### config.mk
export PLATFORM = sky130hd
export DESIGN_NAME = mem_access_arbiter
export DESIGN_NICKNAME = d
export VERILOG_FILES = /design/src/pkg_extern.sv /design/src/mem_access_arbiter.sv
export SDC_FILE = /design/constraint.sdc
export NUM_CORES = 1
export LEC_CHECK = 0
export BUFFER_PORTS_ARGS = -buffer_cell sky130_fd_sc_hd__clkbuf_2
export CAP_MARGIN = 10
export CORE_MARGIN = 5
export CORE_UTILIZATION = 40
export CTS_CLUSTER_DIAMETER = 200
export DETAILED_ROUTE_END_ITERATION = 10
export GPL_TIMING_DRIVEN = 0
export PLACE_DENSITY = 0.83
export SYNTH_ARGS = -nofsm -noshare
export SYNTH_HDL_FRONTEND = slang
export SYNTH_SLANG_ARGS = --single-unit
export TNS_END_PERCENT = 10
### constraint.sdc
create_clock -name clock -period 6.5 [get_ports clock]
set_clock_uncertainty 0.1 [all_clocks]
set_input_delay 1.3 -clock clock [delete_from_list [all_inputs] [get_ports clock]]
set_output_delay 1.3 -clock clock [all_outputs]
set_load 0.02 [all_outputs]
### src/pkg_extern.sv
/*
 * Shared definitions for the external-access subsystem.
 * Sizes, port bundles, the memory access command and FSM encodings.
 */
`default_nettype none

package pkg_extern;

	////////////////////////////////////////
	// Sizes
	////////////////////////////////////////
	localparam int WIDTH_DATA = 32;
	localparam int WIDTH_ADDR = 10;
	localparam int MEM_DEPTH  = 1024;			// 2**WIDTH_ADDR, addresses wrap naturally
	localparam int BUFF_SIZE  = 16;
	localparam int WIDTH_BUFF = $clog2(BUFF_SIZE);
	localparam int NUM_PORTS  = 2;
	localparam int WIDTH_PORT = (NUM_PORTS > 1) ? $clog2(NUM_PORTS) : 1;

	typedef logic [WIDTH_DATA-1:0] data_t;
	typedef logic [WIDTH_ADDR-1:0] address_t;

	localparam data_t NOTIFY_DATA = '1;		// Half-block notification word

	////////////////////////////////////////
	// Bundles
	////////////////////////////////////////
	typedef struct packed {
		logic  req;							// Word strobe
		data_t data;
		logic  rls;							// Release, aborts the transaction
	} ext_in_t;

	typedef struct packed {
		logic  req;
		data_t data;
		logic  rls;							// Marks the last loaded word
	} ext_out_t;

	typedef struct packed {
		logic     req;						// Level, held until term
		logic     is_load;
		address_t length;
		address_t stride;
		address_t base;
	} access_cmd_t;

	// Handler state machines
	typedef enum logic [1:0] {SERV_INIT, SERV_LENGTH, SERV_BASE, SERV_RUN} fsm_serv_t;
	typedef enum logic [1:0] {ST_INIT, ST_BUFF, ST_REQ, ST_RUN} fsm_st_t;
	typedef enum logic [1:0] {LD_INIT, LD_WAIT, LD_RUN, LD_DRAIN} fsm_ld_t;

endpackage

`default_nettype wire

### src/mem_access_arbiter.sv
/*
 * Data memory access arbiter
 * Round-robin grant to one handler, strided address generation
 * and a term pulse on the last beat
 */
`timescale 1ns/1ps
`default_nettype none

module mem_access_arbiter
	import pkg_extern::*;
(
	input wire logic clock,
	input wire logic reset,
	input wire access_cmd_t cmd [NUM_PORTS],
	output logic [NUM_PORTS-1:0] grant,
	output logic [NUM_PORTS-1:0] term,
	input wire data_t st_data [NUM_PORTS],
	output logic [NUM_PORTS-1:0] ld_valid,
	output data_t ld_data,
	output logic mem_we,
	output address_t mem_addr,
	output data_t mem_wdata,
	input wire data_t mem_rdata
);

	logic [NUM_PORTS-1:0]  req_vec;
	logic [WIDTH_PORT-1:0] owner;		// Current or last served port
	logic [WIDTH_PORT-1:0] sel;
	logic                  busy;
	logic                  beat;
	logic                  last_beat;
	logic                  is_load_q;
	address_t              length_q;
	address_t              stride_q;
	address_t              addr_q;
	address_t              beat_cnt;

	always_comb begin
		for (int i = 0; i < NUM_PORTS; i++) begin
			req_vec[i] = cmd[i].req;
		end
	end

	// Nearest requester after the last owner wins
	always_comb begin
		sel = owner;
		for (int i = NUM_PORTS; i >= 1; i--) begin
			if (req_vec[(int'(owner) + i) % NUM_PORTS]) begin
				sel = WIDTH_PORT'((int'(owner) + i) % NUM_PORTS);
			end
		end
	end

	assign beat      = busy & req_vec[owner];		// Falls when the owner aborts
	assign last_beat = (beat_cnt == length_q - address_t'(1));

	////////////////////////////////////////
	// Control
	////////////////////////////////////////
	always_ff @(posedge clock) begin
		if (reset) begin
			grant    <= '0;
			busy     <= 1'b0;
			owner    <= WIDTH_PORT'(NUM_PORTS - 1);
			ld_valid <= '0;
		end
		else begin
			grant    <= '0;
			ld_valid <= '0;
			if (beat && is_load_q) begin
				ld_valid[owner] <= 1'b1;			// Read data arrives next cycle
			end
			if (|grant) begin
				busy <= req_vec[owner];
			end
			else if (busy) begin
				if (!beat || last_beat) begin
					busy <= 1'b0;
				end
			end
			else if (|req_vec) begin
				grant[sel] <= 1'b1;
				owner      <= sel;
			end
		end
	end

	// Access parameters, latched with the grant
	always_ff @(posedge clock) begin
		if (!busy && !(|grant) && (|req_vec)) begin
			is_load_q <= cmd[sel].is_load;
			length_q  <= cmd[sel].length;
			stride_q  <= cmd[sel].stride;
			addr_q    <= cmd[sel].base;
			beat_cnt  <= '0;
		end
		else if (beat) begin
			addr_q   <= addr_q + stride_q;		// Wraps modulo MEM_DEPTH
			beat_cnt <= beat_cnt + address_t'(1);
		end
	end

	////////////////////////////////////////
	// Memory side
	////////////////////////////////////////
	always_comb begin
		term        = '0;
		term[owner] = beat & last_beat;
	end

	assign mem_we    = beat & ~is_load_q;
	assign mem_addr  = addr_q;
	assign mem_wdata = st_data[owner];
	assign ld_data   = mem_rdata;

	a_grant_onehot: assert property (@(posedge clock) disable iff (reset) $onehot0(grant));
	// Term closes a running access
	a_term_running: assert property (@(posedge clock) disable iff (reset)
			|term |-> busy ##1 !busy);

endmodule

`default_nettype wire

==> metrics.txt <==
result of the run=complete, no violations; Final Max Tran Viols=0; post-synthesis sequential area ratio=36.2%; Total Wirelength=11.1 mm; Flop pwr share=34.5%; Least-Margin Pin Slew=871 ps; GRT Total Usage=19.7%; fraction of layout instances using a drive strength above 1=57.1%; setup_tns=0 ps; Initial Utilization=41.6%; height of the die=103 um; critical path required time=5100 ps; clock insertion delay at the later pin of the skew report=300 ps; remaining design rule violation count=0; core area=8300 sq um; CTS sink count=47; GR Util met3=4.06%; met2 usage in global routing=35.7%; type of the most critical hold path=flop to flop; power dissipated by switching net loads=474 uW; maximum operating frequency=235 MHz; # hold bufs at CTS=0; clock-pin slew on the worst setup and hold paths=90 ps; cells resized by post-CTS repair=0; RSZ-0062 raised after global routing=false; width of the chip=103 um; Primary FF master, synth=edfxtp_1; pin count of the biggest net entering global routing=31; proportion of power drawn by combinational gates=48.5%; number of filler instances in the final layout=739; number of enable-type register cells in the synthesized netlist=31; die area=10600 sq um; TritonCTS clock tree=built; I/O Pins=243; kind of start point of the critical path=flop; final setup violating endpoints=0; wire length of the first global-routing pass=16.4 mm; number of hold-slack violations in the final timing report=0; diode insertion count for antenna repair=0; summed instance area of the synthesized netlist=3450 sq um; layout overhead on the synthesized area=37.4%; synthesized instance count=337; CTS Root Buffer Type=clkbuf_8; PortBufs=210; H-tree Lvls=2; antenna violations before repair=0; Internal Power=771 uW; fin crit share=65.4%; Worst Path Class, Setup=flop to output pin; pre-CTS worst setup slack=2590 ps; number of warning messages in the yosys log=0; vias post-DR=3308; total CTS buffers=5; met1 GRT Util=23.1%; remaining antenna violation count=0; type of destination of the critical path=output pin; maximum resistive drop on vdd=0.000197 V; Post-layout nets=728; mean instance size in the synthesized netlist=10.2 sq um; buffer depth of the longest clock path=2; Netlist cell types=48; arrival time of the worst setup path=2850 ps; Detailed Routing Iterations Pass 1=4; vias in the first global route=3380; total power density per cell area=262 nW/um^2; largest driver fanout on the critical path=5; Routed WL per cell=16.8 um; total grt overflow=0; minimum clock period after layout=4250 ps; total instance count after detailed placement=652; proportion of register bits with asynchronous set or reset after synthesis=0%; placed wire-length estimate after detailed placement=9.45 mm; initial drt markers=135; flip-flop and latch count after synthesis=47; routability congestion estimate=0.886; floorplan row count=33; switching part of the total power=38.1%; global route hottest layer=met2; post-synth net total=511; static leakage=0.00227 uW; part of the total power dissipated in the clock network=17.0%; worst slew margin relative to its limit=40.3%; Max-cap violations=0; final non-filler cell total=660; Final Worst Setup Slack=2250 ps; average vias per placed instance=5.01; Post-CTS Setup Bufs=0
## synth_stat cells, types with 5 or more instances
cell type	n	area share, %
nor2b_1	5	0.91
mux2_2	56	18
o21ai_0	11	1.6
nand3_1	10	1.4
edfxtp_1	31	27
xor2_1	8	2.0
buf_4	34	7.4
nor2_1	25	2.7
or3_1	5	0.91
dfxtp_1	16	9.3
nand2_1	15	1.6
ha_1	11	4.0
xnor2_1	17	4.3
nor3_1	7	1.0
inv_1	11	1.2
clkbuf_1	7	0.76
mux2i_1	9	2.6
a21oi_1	13	1.9
## layout make-up
| class | instances | area (sq um) | area share, % |
|---|---|---|---|
| well taps | 105 | 131 | 2.77 |
| repair buffers | 210 | 1050 | 22.2 |
| plain buffers | 45 | 307 | 6.46 |
| clock inverters | 3 | 38.8 | 0.818 |
| inverters | 11 | 41.3 | 0.870 |
| flip-flops and latches | 47 | 1250 | 26.4 |
| clock buffers | 5 | 68.8 | 1.45 |
| multi-input cells | 234 | 1860 | 39.1 |
## layer usage
metal / vias to the layer above / wire length [um]
met1: 1525 / 4020
met2: 159 / 5820
met4: 0 / 216
li1: 1608 / -
met5: - / 0
met3: 16 / 1030
## layout by cell type (no fill, tap or decap), types with 6 or more instances in the layout
cell and instances:
clkbuf_2 211, mux2_2 56, buf_4 34, edfxtp_1 31, nor2_1 25, xnor2_1 17
dfxtp_1 16, nand2_1 15, a21oi_1 13, inv_1 11, o21ai_0 11, ha_1 11
nand3_1 10, mux2i_1 9, xor2_1 8, nor3_1 7, clkbuf_1 6
## worst max-delay path, stage by stage, from the launching register on
cell	delay, ps
edfxtp_1	470
inv_1	90
ha_1	180
nor3b_1	520
xnor2_1	160
and3_1	200
or4_1	570
nand4b_4	150
nor3_2	50
clkbuf_2	160
## sequential cells by signal, indices dropped and copies added (netlist names)
register / count
mem_addr: 10
is_load_q: 1
length_q: 10
grant: 2
stride_q: 10
ld_valid: 2
busy: 1
beat_cnt: 10
owner: 1
## per-stage QoR
stage	power, uW	util, %	cell area (sq um)	hold WS, ps
after detailed placement	1040	55.9	4640	410
after floorplan	856	-	3450	376
after CTS	1260	57.2	4740	421
after global routing	1330	57.2	4740	470
final	1250	57.2	4740	423
after global placement	1020	55.9	4640	393
## cells by family (layout without fill, tap and decap cells)
logic type / Yosys count / in the layout / synth area share, %
xor gates and xnor gates: 25 / 25 / 6.34
muxes: 65 / 65 / 20.9
and+or+nand+nor: 90 / 90 / 14.0
DFF: 47 / 47 / 36.2
buffers and inverters: 56 / 274 / 10.0
adders and majority gates: 12 / 12 / 4.57
AOI/OAI and AO/OA: 42 / 42 / 7.94
## worst paths after layout
kind / start / end / slack [ps] / depth (start not counted)
max: length_q[0] / term[0] / 2250 / 9
min: beat_cnt[6] / beat_cnt[6] / 420 / 2
max reg2reg: grant[1] / length_q[5] / 3760 / 6
min reg2reg: beat_cnt[6] / beat_cnt[6] / 420 / 2
## power groups by stage
| stage | Clock [uW] | Combinational [uW] | Sequential, uW |
|---|---|---|---|
| final | 211 | 604 | 430 |
| after global routing | 229 | 665 | 436 |
| after CTS | 218 | 609 | 430 |
| after detailed placement | 0 | 605 | 437 |
| after global placement | 0 | 589 | 434 |
| after floorplan | 0 | 393 | 463 |
No activity file was read; power rests on OpenSTA's default activity.
