===== config.mk =====
export PLATFORM = sky130hd
export DESIGN_NAME = extern_handle
export DESIGN_NICKNAME = d
export VERILOG_FILES = /design/src/pkg_extern.sv /design/src/extern_handle.sv /design/src/ring_buff_ctrl.sv
export SDC_FILE = /design/constraint.sdc
export NUM_CORES = 1
export LEC_CHECK = 0
export BUFFER_PORTS_ARGS = -buffer_cell sky130_fd_sc_hd__buf_4
export CAP_MARGIN = 40
export CORE_MARGIN = 2
export CORE_UTILIZATION = 50
export CTS_CLUSTER_SIZE = 28
export DETAILED_ROUTE_END_ITERATION = 12
export PLACE_DENSITY = 0.69
export SETUP_SLACK_MARGIN = 0.02
export SYNTH_ARGS = -nofsm -noshare
export SYNTH_HDL_FRONTEND = slang
export SYNTH_HIERARCHICAL = 1
export SYNTH_SLANG_ARGS = --single-unit

===== constraint.sdc =====
create_clock -name clock -period 4.4 [get_ports clock]
set_input_delay 0.88 -clock clock [delete_from_list [all_inputs] [get_ports clock]]
set_output_delay 0.88 -clock clock [all_outputs]
set_load 0.005 [all_outputs]

===== src/pkg_extern.sv =====
/*
 * Shared definitions for the external-access subsystem.
 * Sizes, port bundles, the memory access command and FSM encodings.
 */
`default_nettype none

package pkg_extern;

	////////////////////////////////////////
	// Sizes
	////////////////////////////////////////
	localparam int WIDTH_DATA = 32;
	localparam int WIDTH_ADDR = 10;
	localparam int MEM_DEPTH  = 1024;			// 2**WIDTH_ADDR, addresses wrap naturally
	localparam int BUFF_SIZE  = 16;
	localparam int WIDTH_BUFF = $clog2(BUFF_SIZE);
	localparam int NUM_PORTS  = 2;
	localparam int WIDTH_PORT = (NUM_PORTS > 1) ? $clog2(NUM_PORTS) : 1;

	typedef logic [WIDTH_DATA-1:0] data_t;
	typedef logic [WIDTH_ADDR-1:0] address_t;

	localparam data_t NOTIFY_DATA = '1;		// Half-block notification word

	////////////////////////////////////////
	// Bundles
	////////////////////////////////////////
	typedef struct packed {
		logic  req;							// Word strobe
		data_t data;
		logic  rls;							// Release, aborts the transaction
	} ext_in_t;

	typedef struct packed {
		logic  req;
		data_t data;
		logic  rls;							// Marks the last loaded word
	} ext_out_t;

	typedef struct packed {
		logic     req;						// Level, held until term
		logic     is_load;
		address_t length;
		address_t stride;
		address_t base;
	} access_cmd_t;

	// Handler state machines
	typedef enum logic [1:0] {SERV_INIT, SERV_LENGTH, SERV_BASE, SERV_RUN} fsm_serv_t;
	typedef enum logic [1:0] {ST_INIT, ST_BUFF, ST_REQ, ST_RUN} fsm_st_t;
	typedef enum logic [1:0] {LD_INIT, LD_WAIT, LD_RUN, LD_DRAIN} fsm_ld_t;

endpackage

`default_nettype wire


===== src/extern_handle.sv =====
/*
 * External port handler
 * Decodes the three-word command, buffers store or load data
 * and requests the shared data memory through the arbiter
 */
`timescale 1ns/1ps
`default_nettype none

module extern_handle
	import pkg_extern::*;
(
	input wire logic clock,
	input wire logic reset,
	input wire ext_in_t ext_in,
	output ext_out_t ext_out,
	output access_cmd_t cmd,
	input wire logic grant,
	input wire logic term,
	output data_t st_data,
	input wire logic ld_valid,
	input wire data_t ld_data
);

	fsm_serv_t serv_state;
	fsm_st_t   st_state;
	fsm_ld_t   ld_state;

	address_t stride_r;
	address_t length_r;
	address_t base_r;
	logic     is_load_r;

	data_t                 buff [BUFF_SIZE];
	data_t                 buff_rd;
	data_t                 buff_wdata;
	logic                  buff_we;
	logic                  buff_re;
	logic [WIDTH_BUFF-1:0] wr_ptr;
	logic [WIDTH_BUFF-1:0] rd_ptr;
	logic                  buff_full;
	logic                  buff_empty;
	logic [WIDTH_BUFF:0]   num;

	logic     abort;
	logic     cmd_strobe;
	logic     start_st;
	logic     start_ld;
	logic     st_push;
	logic     st_pop;
	logic     st_done;
	logic     ld_push;
	logic     ld_pop;
	logic     ld_last;
	logic     notify_q;
	logic     notified;
	address_t num_ext;
	address_t half_len;
	address_t ld_cnt;

	// Length kept within 1 to BUFF_SIZE
	function automatic address_t clip_length(input address_t len);
		address_t res;
		if (len == '0) begin
			res = address_t'(1);
		end
		else if (len > address_t'(BUFF_SIZE)) begin
			res = address_t'(BUFF_SIZE);
		end
		else begin
			res = len;
		end
		return res;
	endfunction

	assign abort      = ext_in.rls;
	assign cmd_strobe = ext_in.req & ~abort;
	assign start_st   = (serv_state == SERV_BASE) & cmd_strobe & ~is_load_r;
	assign start_ld   = (serv_state == SERV_BASE) & cmd_strobe & is_load_r;
	assign num_ext    = address_t'(num);
	assign half_len   = (length_r + address_t'(1)) >> 1;

	assign st_push = cmd_strobe & (st_state == ST_BUFF) & ~buff_full;
	assign st_pop  = (st_state == ST_RUN);				// One word per beat
	assign st_done = st_pop & term;
	assign ld_push = ld_valid & ((ld_state == LD_RUN) | (ld_state == LD_DRAIN));
	assign ld_pop  = ~buff_empty & ((ld_state == LD_RUN) | (ld_state == LD_DRAIN));
	assign ld_last = ld_pop & (ld_cnt == length_r - address_t'(1));

	////////////////////////////////////////
	// Buffer
	////////////////////////////////////////
	assign buff_we    = st_push | ld_push;
	assign buff_re    = st_pop | ld_pop;
	assign buff_wdata = st_push ? ext_in.data : ld_data;
	assign buff_rd    = buff[rd_ptr];

	always_ff @(posedge clock) begin
		if (buff_we) begin
			buff[wr_ptr] <= buff_wdata;
		end
	end

	ring_buff_ctrl ring_buff (
		.clock  (clock),
		.reset  (reset | abort),		// Abort drops anything buffered
		.we     (buff_we),
		.re     (buff_re),
		.wr_ptr (wr_ptr),
		.rd_ptr (rd_ptr),
		.full   (buff_full),
		.empty  (buff_empty),
		.num    (num)
	);

	////////////////////////////////////////
	// Command decode
	////////////////////////////////////////
	always_ff @(posedge clock) begin
		if (serv_state == SERV_INIT && cmd_strobe) begin
			stride_r  <= ext_in.data[WIDTH_ADDR-1:0];
			is_load_r <= ext_in.data[WIDTH_DATA-1];		// Operation bit
		end
		if (serv_state == SERV_LENGTH && cmd_strobe) begin
			length_r <= clip_length(ext_in.data[WIDTH_ADDR-1:0]);
		end
		if (serv_state == SERV_BASE && cmd_strobe) begin
			base_r <= ext_in.data[WIDTH_ADDR-1:0];
		end
	end

	always_ff @(posedge clock) begin
		if (reset || abort) begin
			serv_state <= SERV_INIT;
		end
		else begin
			case (serv_state)
				SERV_INIT:   serv_state <= cmd_strobe ? SERV_LENGTH : SERV_INIT;
				SERV_LENGTH: serv_state <= cmd_strobe ? SERV_BASE : SERV_LENGTH;
				SERV_BASE:   serv_state <= cmd_strobe ? SERV_RUN : SERV_BASE;
				SERV_RUN:    serv_state <= (st_done | ld_last) ? SERV_INIT : SERV_RUN;
				default:     serv_state <= SERV_INIT;
			endcase
		end
	end

	////////////////////////////////////////
	// Store and load control
	////////////////////////////////////////
	always_ff @(posedge clock) begin
		if (reset || abort) begin
			st_state <= ST_INIT;
		end
		else begin
			case (st_state)
				ST_INIT: st_state <= start_st ? ST_BUFF : ST_INIT;
				ST_BUFF: begin
					if (st_push && (num_ext + address_t'(1) == length_r)) begin
						st_state <= ST_REQ;			// Whole block buffered
					end
				end
				ST_REQ:  st_state <= grant ? ST_RUN : ST_REQ;
				ST_RUN:  st_state <= term ? ST_INIT : ST_RUN;
				default: st_state <= ST_INIT;
			endcase
		end
	end

	always_ff @(posedge clock) begin
		if (reset || abort) begin
			ld_state <= LD_INIT;
		end
		else begin
			case (ld_state)
				LD_INIT:  ld_state <= start_ld ? LD_WAIT : LD_INIT;
				LD_WAIT:  ld_state <= grant ? LD_RUN : LD_WAIT;
				LD_RUN:   ld_state <= term ? LD_DRAIN : LD_RUN;	// Last reads still in flight
				LD_DRAIN: ld_state <= ld_last ? LD_INIT : LD_DRAIN;
				default:  ld_state <= LD_INIT;
			endcase
		end
	end

	always_ff @(posedge clock) begin
		if (reset) begin
			ld_cnt <= '0;
		end
		else if (start_ld) begin
			ld_cnt <= '0;
		end
		else if (ld_pop) begin
			ld_cnt <= ld_cnt + address_t'(1);
		end
	end

	// One notify per store once half the block is in
	always_ff @(posedge clock) begin
		if (reset) begin
			notify_q <= 1'b0;
			notified <= 1'b0;
		end
		else begin
			notify_q <= 1'b0;
			if (start_st) begin
				notified <= 1'b0;
			end
			else if (!notified && !abort && (st_state == ST_BUFF || st_state == ST_REQ)
					&& num_ext == half_len) begin
				notify_q <= 1'b1;
				notified <= 1'b1;
			end
		end
	end

	////////////////////////////////////////
	// Outputs
	////////////////////////////////////////
	assign cmd.req     = (st_state == ST_REQ) | (st_state == ST_RUN)
			| (ld_state == LD_WAIT) | (ld_state == LD_RUN);
	assign cmd.is_load = is_load_r;
	assign cmd.length  = length_r;
	assign cmd.stride  = stride_r;
	assign cmd.base    = base_r;
	assign st_data     = buff_rd;

	assign ext_out.req  = notify_q | ld_pop;
	assign ext_out.data = ld_pop ? buff_rd : (notify_q ? NOTIFY_DATA : '0);
	assign ext_out.rls  = ld_last;

	a_one_op: assert property (@(posedge clock) disable iff (reset)
			!(st_state != ST_INIT && ld_state != LD_INIT));

endmodule

`default_nettype wire


===== src/ring_buff_ctrl.sv =====
/*
 * Ring buffer controller
 * Wrapping write and read pointers with an occupancy count
 */
`timescale 1ns/1ps
`default_nettype none

module ring_buff_ctrl
	import pkg_extern::*;
(
	input wire logic clock,
	input wire logic reset,
	input wire logic we,
	input wire logic re,
	output logic [WIDTH_BUFF-1:0] wr_ptr,
	output logic [WIDTH_BUFF-1:0] rd_ptr,
	output logic full,
	output logic empty,
	output logic [WIDTH_BUFF:0] num
);

	// Pointers wrap at BUFF_SIZE since it is a power of two
	always_ff @(posedge clock) begin
		if (reset) begin
			wr_ptr <= '0;
			rd_ptr <= '0;
		end
		else begin
			if (we) begin
				wr_ptr <= wr_ptr + 1'b1;
			end
			if (re) begin
				rd_ptr <= rd_ptr + 1'b1;
			end
		end
	end

	always_ff @(posedge clock) begin
		if (reset) begin
			num <= '0;
		end
		else begin
			case ({we, re})
				2'b10:   num <= num + 1'b1;
				2'b01:   num <= num - 1'b1;
				default: num <= num;			// Both or neither
			endcase
		end
	end

	assign full  = (num == (WIDTH_BUFF+1)'(BUFF_SIZE));
	assign empty = (num == '0);

	a_no_overflow: assert property (@(posedge clock) disable iff (reset) we |-> !full || re);
	a_no_underflow: assert property (@(posedge clock) disable iff (reset) re |-> !empty);

endmodule

`default_nettype wire


==> flow_summary.json, run 1 <==
{
  "vias": 11900,
  "grt_max_degree": 60,
  "rows": 79,
  "cp-start-kind": "flop",
  "rsz0062_at_grt": "no",
  "synth_cell_types": 65,
  "cp-end-kind": "output port",
  "synth_edf_count": 543,
  "grt_pass1_wl_mm": 75.3,
  "die_width_um": 220,
  "gp_congestion": 0.785,
  "worstMarginPinSlew_ns": 0.995,
  "cts_tree": "done",
  "grt_overflow": 0,
  "synth_seq_area_share_pct": 72.3,
  "finalClockSkew_ns": 0.0168,
  "crit_fanout": 21,
  "hpwl_mm": 28.7,
  "maxCapViolCount": 0,
  "cts.repair.resized": 0,
  "regArea_um2": 16900,
  "avgSynthCellArea_um2": 19.7,
  "finalSetupTns_ns": 0,
  "drv_slew": 0,
  "synthAdderAreaFrac_pct": 0.748,
  "ios": 169,
  "peakVddDrop_v": 0.000278,
  "start_util_pct": 50.5,
  "coreArea_um2": 46400,
  "p_leak_nw": 8.98,
  "finalPower_mw": 10.7,
  "criticalPathCategory": "flop to output port",
  "clock_latency_ns": 0.60,
  "cts_buffer_depth": 3,
  "ys_async_sr_fraction_pct": 0,
  "dieArea_um2": 48600,
  "drt_pre_antenna_iters": 5,
  "clockRootBuffer": "clkbuf_16",
  "crit_arrival_ns": 3.18,
  "viasPerCell": 5.85,
  "synth_compound_area_share_pct": 1.45,
  "fillers": 3314,
  "synth.area.mux_share_pct": 17.3,
  "finalCritPeriodShare_pct": 92.3,
  "setup_viol": 0,
  "synth_area_um2": 23400,
  "syn_inst": 1188,
  "wl_mm": 51.0,
  "port_buffers": 168,
  "dieHeight_um": 220,
  "drtIter0Drc": 997,
  "multi_input_area_um2": 6220,
  "gr-usage-all-layers_pct": 21.5,
  "finalCriticalPeriod_ns": 4.06,
  "clock-sinks": 574,
  "drtAntennaViolNets": 0,
  "fmax_mhz": 246,
  "cts_setup_buffers": 0,
  "hold_viol": 0,
  "grt_pass1_vias": 11900,
  "ctsHtreeMaxLevel": 2,
  "cts_hold_buf": 0,
  "syn_to_final_growth_pct": 17.2,
  "hp-class": "input port to flop",
  "synth-seq-cells": 574,
  "required_ns": 3.52,
  "synth_top_family_by_area": "multiplexers",
  "synth_ff_type": "edfxtp_1",
  "synth_xor_area_share_pct": 1.68,
  "final_util_pct": 59.2,
  "clkTransAtPathRegs_ns": 0.06,
  "fin_nets": 1472,
  "routedWlPerCell_um": 25.1,
  "status": "complete, no violations",
  "drc": 0,
  "yosysWarnings": 6,
  "max_slew_margin_pct": 32.7,
  "diodes": 0,
  "powerDensity_nw_per_um2": 391,
  "worst_hold_slack_ns": 0.476,
  "synthSimpleGateAreaFrac_pct": 4.60,
  "antenna_found_initial": 0,
  "cts_made_buffers": 55,
  "layout-drive-gt1-share_pct": 35.2
}
## power by group
part | internal (mW) | switching (mW) | leakage, nW
clock | 2.63 | 1.96 | 0.845
sequential | 5.97 | 0.00459 | 5.15
combinational | 0.0653 | 0.0966 | 2.99
total | 8.67 | 2.06 | 8.98
## cell usage in the layout, fill, tap and decap left out, types with 7 or more instances in the layout
master,n
buf_4,188
xnor2_1,20
xor2_1,25
buf_12,16
clkbuf_16,56
mux2_2,33
nand2_1,85
clkbuf_1,17
edfxtp_1,543
nand3_1,17
dfxtp_1,27
clkinv_2,8
mux2i_1,7
nor2_4,12
nor2_1,40
a21oi_1,13
clkinv_1,11
nor3_1,9
inv_1,13
ha_1,14
o21ai_0,11
mux4_2,160
## path summary, 6_finish.rpt
path | cells past startpoint | startpoint | to | slack [ns]
setup / recovery | 7 | ring_buff/num[2] | ext_out[2] | 0.34
hold / removal | 1 | ext_in[32] | is_load_r | 0.48
setup reg to reg | 13 | ring_buff/num[1] | ring_buff/num[4] | 0.58
hold reg to reg | 2 | notified | notified | 0.51
## registers in the layout, summed over array words and instances (netlist names)
register          cells
buff                512
base_r               10
ld_cnt               10
length_r             10
stride_r             10
ring_buff/num         5
ring_buff/rd_ptr      4
ring_buff/wr_ptr      4
ld_state              2
serv_state            2
st_state              2
is_load_r             1
notified              1
notify_q              1
## synthesized netlist by cell type, drive strengths merged (2+ instances only)
| cell | n | area, um2 |
|---|---|---|
| nor4b | 2 | 17.5 |
| or3 | 5 | 31.3 |
| nand3 | 17 | 85.1 |
| nor3 | 13 | 65.1 |
| mux2 | 34 | 383 |
| o31ai | 3 | 22.5 |
| buf | 40 | 285 |
| ha | 14 | 175 |
| nand3b | 5 | 37.5 |
| mux2i | 7 | 70.1 |
| or2 | 6 | 40.0 |
| a21oi | 13 | 65.1 |
| nand4 | 4 | 25.0 |
| xor2 | 25 | 219 |
| dfxtp | 31 | 621 |
| nand2b | 6 | 37.5 |
| nor4 | 3 | 25.0 |
| and3 | 5 | 31.3 |
| a211oi | 5 | 37.5 |
| nor2b | 7 | 51.3 |
| nor2 | 52 | 195 |
| nor3b | 2 | 15.0 |
| and2 | 3 | 18.8 |
| edfxtp | 543 | 16300 |
| or4 | 2 | 15.0 |
| nor4bb | 2 | 20.0 |
| inv | 13 | 48.8 |
| nand2 | 85 | 319 |
| xnor2 | 20 | 175 |
| clkbuf | 26 | 98.8 |
| o21ai | 12 | 60.1 |
| mux4 | 160 | 3600 |
| a21o | 2 | 16.3 |
| a31oi | 2 | 12.5 |
## cell families (layout without fill, tap and decap cells)
| kind of cell | count (synthesis) | after routing |
|---|---|---|
| flip-flops | 574 | 574 |
| AND/OR/NAND/NOR | 224 | 224 |
| multiplexers | 201 | 201 |
| buffers and inverters | 79 | 317 |
| AO/OA/AOI/OAI | 50 | 50 |
| XOR/XNOR | 45 | 45 |
| adder cells (fa/ha/maj) | 14 | 14 |
| other | 1 | 5 |
## routing by layer
layer / global-route usage, % / vias up / wire, um
met5: 0 / - / 0
met4: 6.94 / 0 / 1220
met3: 2.82 / 81 / 3020
met2: 34.9 / 404 / 25200
met1: 30.6 / 6232 / 21600
li1: - / 5209 / -
## metrics by stage
step                instance area, um2  setup slack [ns]  cells
global route                     27400             0.164   2037
CTS                              27400             0.251   2037
global placement                 25700             0.728   1937
floorplan                        23400            0.0310   1192
finish                           27400             0.338   2037
detailed placement               25700             0.625   1937
## final cells by class
class	count	share of cell area, %
Timing Repair Buffer	204	6.31
Clock buffer	73	5.34
Multi-Input combinational cell	539	22.7
Inverter	13	0.178
Sequential cell	574	61.8
Tap cell	607	2.77
Clock inverter	27	0.967
## critical path: stages (launching register included)
cell      delay [ns]
dfxtp_1         0.64
or4_1           0.23
nor2_1          0.07
nor2b_4         0.62
nand2b_2        0.53
buf_12          0.23
nand2_1         0.07
buf_4           0.14
No activity file was read; power rests on OpenSTA's default activity.
==> inputs of run 2 (changes only) <==
--- a/config.mk
+++ b/config.mk
@@ -8,12 +8,11 @@
 export BUFFER_PORTS_ARGS = -buffer_cell sky130_fd_sc_hd__buf_4
 export CAP_MARGIN = 40
 export CORE_MARGIN = 2
-export CORE_UTILIZATION = 50
+export CORE_UTILIZATION = 25
 export CTS_CLUSTER_SIZE = 28
 export DETAILED_ROUTE_END_ITERATION = 12
-export PLACE_DENSITY = 0.69
+export PLACE_DENSITY = 0.39
 export SETUP_SLACK_MARGIN = 0.02
 export SYNTH_ARGS = -nofsm -noshare
 export SYNTH_HDL_FRONTEND = slang
-export SYNTH_HIERARCHICAL = 1
 export SYNTH_SLANG_ARGS = --single-unit
==> run 2 against run 1 <==
Register-to-register slack better by 0.39 ns. Combinational power is 4% higher. Clock-buffer cell count increased by 21. Critical path depth decreased by 1. Global-route usage fell by 8.1 points. Routed wire length rose by 25%. Sequential share of layout area decreased by 2.9 points. Largest power group unchanged.
==> flow_summary.json, run 2 <==
{
  "status": "complete, no violations",
  "clockRootBuffer": "clkbuf_16",
  "coreArea_um2": 92900,
  "rsz0062_at_grt": "no",
  "worst_hold_slack_ns": 0.476,
  "grt_max_degree": 38,
  "grt_overflow": 0,
  "yosysMostFrequentCell": "edfxtp_1",
  "synth_seq_area_share_pct": 72.8,
  "hp-class": "input port to flop",
  "gr-usage-all-layers_pct": 13.4,
  "drtAntennaViolNets": 0,
  "peakVddDrop_v": 0.000206,
  "powerDensity_nw_per_um2": 416,
  "holdPathEnd": "base_r[6]",
  "clkTransAtPathRegs_ns": 0.06,
  "viasPerCell": 4.42,
  "routedWlPerCell_um": 23.3,
  "required_ns": 3.52,
  "ios": 169,
  "largest-register": "buff",
  "worst_r2r_endpoint": "ring_buff.num[4]",
  "grt_pass1_wl_mm": 91.3,
  "routed-wl-met2_mm": 31.3,
  "synth-seq-cells": 578,
  "ys_top_cells_by_count": "543 x edfxtp_1, 160 x mux4_2, 91 x nand2_1",
  "r2r_cells": 14,
  "fmax_mhz": 250,
  "finalCriticalPeriod_ns": 4.00,
  "antenna_found_initial": 1,
  "syn_inst": 1190,
  "synth_compound_area_share_pct": 1.63,
  "hold_path_depth": 1,
  "start_util_pct": 25.1,
  "crit_fanout": 37,
  "synth_edf_count": 543,
  "wl_mm": 63.9,
  "synth_top_area_share_pct": 69.8,
  "synthSimpleGateAreaFrac_pct": 4.64,
  "syn_to_final_growth_pct": 23.8,
  "finalSetupTns_ns": 0,
  "rows": 112,
  "synth_xor_area_share_pct": 1.28,
  "cp-start-kind": "flop",
  "gp_congestion": 0.720,
  "setup_ws_ns": 0.402,
  "met3WireLength_mm": 2.38,
  "setup_viol": 0,
  "ctsHtreeMaxLevel": 3,
  "dp.cells": 2601,
  "finalClockSkew_ns": 0.0498,
  "synth.area.mux_share_pct": 17.1,
  "fillers": 8983,
  "post-place-ws_ns": 0.756,
  "worstMarginPinSlew_ns": 0.736,
  "avgSynthCellArea_um2": 19.6,
  "fin_nets": 1511,
  "ys_async_sr_fraction_pct": 0,
  "dieArea_um2": 95900,
  "largest_reg_flops": 512,
  "synthAdderAreaFrac_pct": 1.05,
  "r2r-start": "ring_buff.num[0]",
  "die_width_um": 310,
  "synth_top_family_by_area": "multiplexers",
  "final_common_cell": "edfxtp_1",
  "synth_area_um2": 23400,
  "synth_cell_types": 57,
  "dieHeight_um": 310,
  "finalCritPeriodShare_pct": 90.9,
  "drv_slew": 0,
  "cts_made_buffers": 72,
  "clock_latency_ns": 0.62,
  "dr.max_layer_used": "met4",
  "layout-drive-gt1-share_pct": 37.3,
  "grt_pass1_vias": 12500,
  "hpwl_mm": 36.9,
  "criticalPathCategory": "flop to output port",
  "drc": 0,
  "hold_viol": 0,
  "place_area_um2": 26500,
  "vias": 12100,
  "cp-end-kind": "output port",
  "crit_arrival_ns": 3.12,
  "rrSetupSlack_ns": 0.97,
  "synth_area_leader_cell": "edfxtp_1",
  "synth_ff_type": "edfxtp_1",
  "cts_setup_buffers": 0,
  "yosysWarnings": 0,
  "drtIter0Drc": 1025,
  "clock-sinks": 578,
  "ys_top_cells_by_area": "edfxtp_1 70%, mux4_2 15%, dfxtp_1 3.0%, mux2_2 1.5%, nand2_1 1.5%",
  "hp-start": "ext_in[7]",
  "max_slew_margin_pct": 51.0,
  "fin_cells": 2736,
  "p_leak_nw": 9.32,
  "cts_tree": "done",
  "wl_met1_mm": 28.9,
  "maxCapViolCount": 0,
  "drt_pre_antenna_iters": 5,
  "mostFrequentLayoutCells": "543 x edfxtp_1, 210 x buf_4, 160 x mux4_2, 91 x nand2_1, 73 x clkbuf_16",
  "cts_buffer_depth": 3,
  "final_area_um2": 28900,
  "port_buffers": 168
}
run 2: changes by cell type in the layout (fill, tap and decap cells not counted), moves of 5 or more:
cell       delta
buf_4        +22
clkbuf_16    +17
nor2_1        -9
xor2_1        -9
buf_12        -8
nand3_1       -7
nand2_1       +6
a21oi_1       +5
clkbuf_8      +5
clkinv_2      +5
nand4_1       +5
run 2: cells by family (layout without fill, tap and decap cells):
group                      count (synthesis)  after routing
other                                      1              6
muxes                                    195            195
AOI/OAI and AO/OA                         56             56
DFF                                      578            578
xor gates and xnor gates                  34             34
and+or+nand+nor                          225            225
adders and majority gates                 19             19
buffers and inverters                     82            369
run 2: worst max-delay path: stages (launching register included):
cell and delay, ns:
dfxtp_4 0.65, buf_12 0.38, mux4_2 0.56, mux4_2 0.58
nand2_1 0.09, nand2_1 0.06, buf_4 0.15
run 2: per-stage QoR:
step                power (mW)  util, %
floorplan                 6.20        -
global placement          6.30     28.6
detailed placement        6.31     28.6
CTS                       12.2     31.1
global route              12.4     31.1
finish                    12.0     31.1
run 2: area by class of cell:
| class | instances | area (um2) | area share [%] |
|---|---|---|---|
| flip-flops and latches | 578 | 17000 | 58.9 |
| multi-input cells | 534 | 6150 | 21.3 |
| clock buffers | 94 | 1960 | 6.77 |
| repair buffers | 218 | 1740 | 6.01 |
| well taps | 1254 | 1570 | 5.43 |
| clock inverters | 40 | 409 | 1.42 |
| inverters | 17 | 63.8 | 0.221 |
| diodes | 1 | 2.50 | 0.00866 |
run 2: repair_timing:
item | 4_1_cts | 5_1_grt
endpoints found under the setup margin | 0 | 16
gates resized for setup | 0 | 1
hold buffers | 0 | 0
run 2: power by group:
part | internal [mW] | switching, mW | leakage [nW]
Sequential | 6.01 | 0.00598 | 5.16
Clock | 3.47 | 2.36 | 1.15
Combinational | 0.0655 | 0.102 | 3.00
run 2: metal layers:
metal,GRT usage [%],up-vias
li1,-,5289
met1,18.1,6440
met2,22.4,269
met3,2.03,82
met4,3.77,0
met5,0,-
run 2: worst max-delay path by stage:
stage,start,endpoint
floorplan,ext_in[33],buff[3][0]
finish,flop,ext_out[19]
global placement,ring_buff.num[0],ext_out[8]
global route,flop,ext_out[19]
CTS,ring_buff.num[0],ext_out[4]
detailed placement,ring_buff.num[0],ext_out[4]
==> inputs of run 3 (changes only) <==
==> constraint.sdc (replaced) <==
create_clock -name clock -period 4.4 [get_ports clock]
set_input_delay 0.88 -clock clock [delete_from_list [all_inputs] [get_ports clock]]
set_output_delay 0.88 -clock clock [all_outputs]
set_load 0.1 [all_outputs]
==> run 3 against run 2 <==
Combinational power is 26% higher. Global-route usage is 0.23 points higher. Clock skew is 0.018 ns lower. Clock-buffer cell count is 2 lower. Worst hold slack worse by 0.011 ns. Clock power is 3% higher. Total power is 1.7% higher. Critical path depth is 2 higher. Worst setup slack worse by 0.15 ns. Fmax is 3.6% lower. Register-to-register slack hardly changed. Via count is 0.45% higher. Critical endpoint is now ext_out[0]. Largest cell class unchanged.
==> flow_summary.json, run 3 (synthesized netlist as in run 2, its figures left out) <==
{
  "hold_viol": 0,
  "viasPerCell": 4.44,
  "peakVddDrop_v": 0.000260,
  "cts_buffer_depth": 3,
  "rows": 112,
  "clockRootBuffer": "clkbuf_16",
  "maxCapViolCount": 0,
  "cp-end-kind": "output port",
  "ios": 169,
  "status": "complete, no violations",
  "vias": 12100,
  "dieArea_um2": 95900,
  "clock_latency_ns": 0.62,
  "drtIter0Drc": 971,
  "crit_slowest_cell": "or4_4",
  "finalSetupTns_ns": 0,
  "crit_arrival_ns": 3.27,
  "dieHeight_um": 310,
  "p_leak_nw": 9.33,
  "setup_ws_ns": 0.254,
  "routedWlPerCell_um": 23.7,
  "port_buffers": 168,
  "drc": 0,
  "post-place-ws_ns": 0.897,
  "final_common_cell": "edfxtp_1",
  "finalClockSkew_ns": 0.0320,
  "gp_congestion": 0.757,
  "cts_hold_buf": 0,
  "rrSetupSlack_ns": 0.96,
  "fmax_mhz": 241,
  "fillers": 8994,
  "grt_pass1_wl_mm": 92.9,
  "layout-drive-gt1-share_pct": 36.9,
  "drtAntennaViolNets": 0,
  "fin_nets": 1509,
  "finalCritPeriodShare_pct": 94.2,
  "grt_max_degree": 55,
  "start_util_pct": 25.1,
  "drt_pre_antenna_iters": 5,
  "ctsHtreeMaxLevel": 3,
  "wl_mm": 64.7,
  "max_slew_margin_pct": 50.6,
  "multi_input_area_um2": 6140,
  "worstMarginPinSlew_ns": 0.741,
  "hpwl_mm": 37.9,
  "coreArea_um2": 92900,
  "cts.repair.resized": 0,
  "setup_viol": 0,
  "clock-sinks": 578,
  "die_width_um": 310,
  "largest-register": "buff",
  "criticalPathCategory": "flop to output port",
  "antenna_found_initial": 0,
  "rsz0062_at_grt": "no",
  "drv_slew": 0,
  "regArea_um2": 17000,
  "gr-usage-all-layers_pct": 13.7,
  "grt_pass1_vias": 12800,
  "largest_reg_flops": 512,
  "clkTransAtPathRegs_ns": 0.05,
  "dp.cells": 2599,
  "fin_cells": 2732,
  "crit_fanout": 10,
  "syn_to_final_growth_pct": 24.2,
  "powerDensity_nw_per_um2": 421,
  "crit_chain": "inv_1 > ha_1 > or2b_2 > nor4b_1 > a31oi_1 > or4_4 > a211oi_1 > buf_4",
  "cp-start-kind": "flop",
  "required_ns": 3.52,
  "grt_overflow": 0,
  "slowest_delay_ns": 0.57,
  "cts_tree": "done",
  "cts_setup_buffers": 0,
  "finalCriticalPeriod_ns": 4.15,
  "cts_made_buffers": 72,
  "mostFrequentLayoutCells": "543 x edfxtp_1, 204 x buf_4, 160 x mux4_2, 91 x nand2_1, 72 x clkbuf_16",
  "hp-class": "input port to flop"
}
run 3: cell types whose count changed in the layout (fill, tap and decap cells not counted), moves of 2 or more:
cell and delta:
clkinv_2 -5, inv_16 -2, bufinv_16 +3, clkbuf_1 +4, buf_4 -6, clkinv_1 -2
clkinvlp_4 -2, clkinv_4 +3, buf_12 +4, clkinv_16 +4, clkbuf_8 -5
run 3: metal layers:
metal	GRT usage (%)	routed length [um]
met1	18.1	28800
met2	23.1	32000
met3	2.39	2650
met4	3.75	1240
met5	0	0
run 3: metrics by stage:
| stage | instance area [um2] | power [mW] | util (%) | hold WS, ns |
|---|---|---|---|---|
| floorplan | 23400 | 6.24 | - | 0.454 |
| CTS | 29000 | 12.4 | 31.2 | 0.421 |
| finish | 29000 | 12.2 | 31.2 | 0.465 |
| global placement | 26600 | 6.34 | 28.6 | 0.488 |
| global route | 29000 | 12.7 | 31.2 | 0.437 |
| detailed placement | 26600 | 6.35 | 28.6 | 0.493 |
run 3: area by class of cell:
class	instances	share of cell area [%]
timing repair buffer	216	6.11
clock inverter	39	1.90
sequential	578	58.7
clock buffer	92	6.47
multi-input combinational	534	21.2
inverter	17	0.220
tap	1254	5.41
antenna	2	0.0173
run 3: final timing paths:
path | from | endpoint | depth (start not counted)
max | length_r[0] | ext_out[0] | 8
min | ext_in[1] | base_r[0] | 1
max reg2reg | ring_buff.num[0] | ring_buff.num[4] | 14
min reg2reg | ring_buff.rd_ptr[3] | flop | 2
run 3: where the power goes:
| part | internal [mW] | switching (mW) | total [mW] |
|---|---|---|---|
| Clock | 3.55 | 2.44 | 5.99 |
| Combinational | 0.0662 | 0.145 | 0.211 |
| Sequential | 6.01 | 0.00538 | 6.02 |
run 3: critical path, delay by kind of cell, from the launching register on:
family	cells	cell delay (ns)
AND/OR/NAND/NOR	3	1.21
flip-flops	1	0.53
buffers and inverters	2	0.44
AO/OA/AOI/OAI	2	0.30
adder cells (fa/ha/maj)	1	0.16
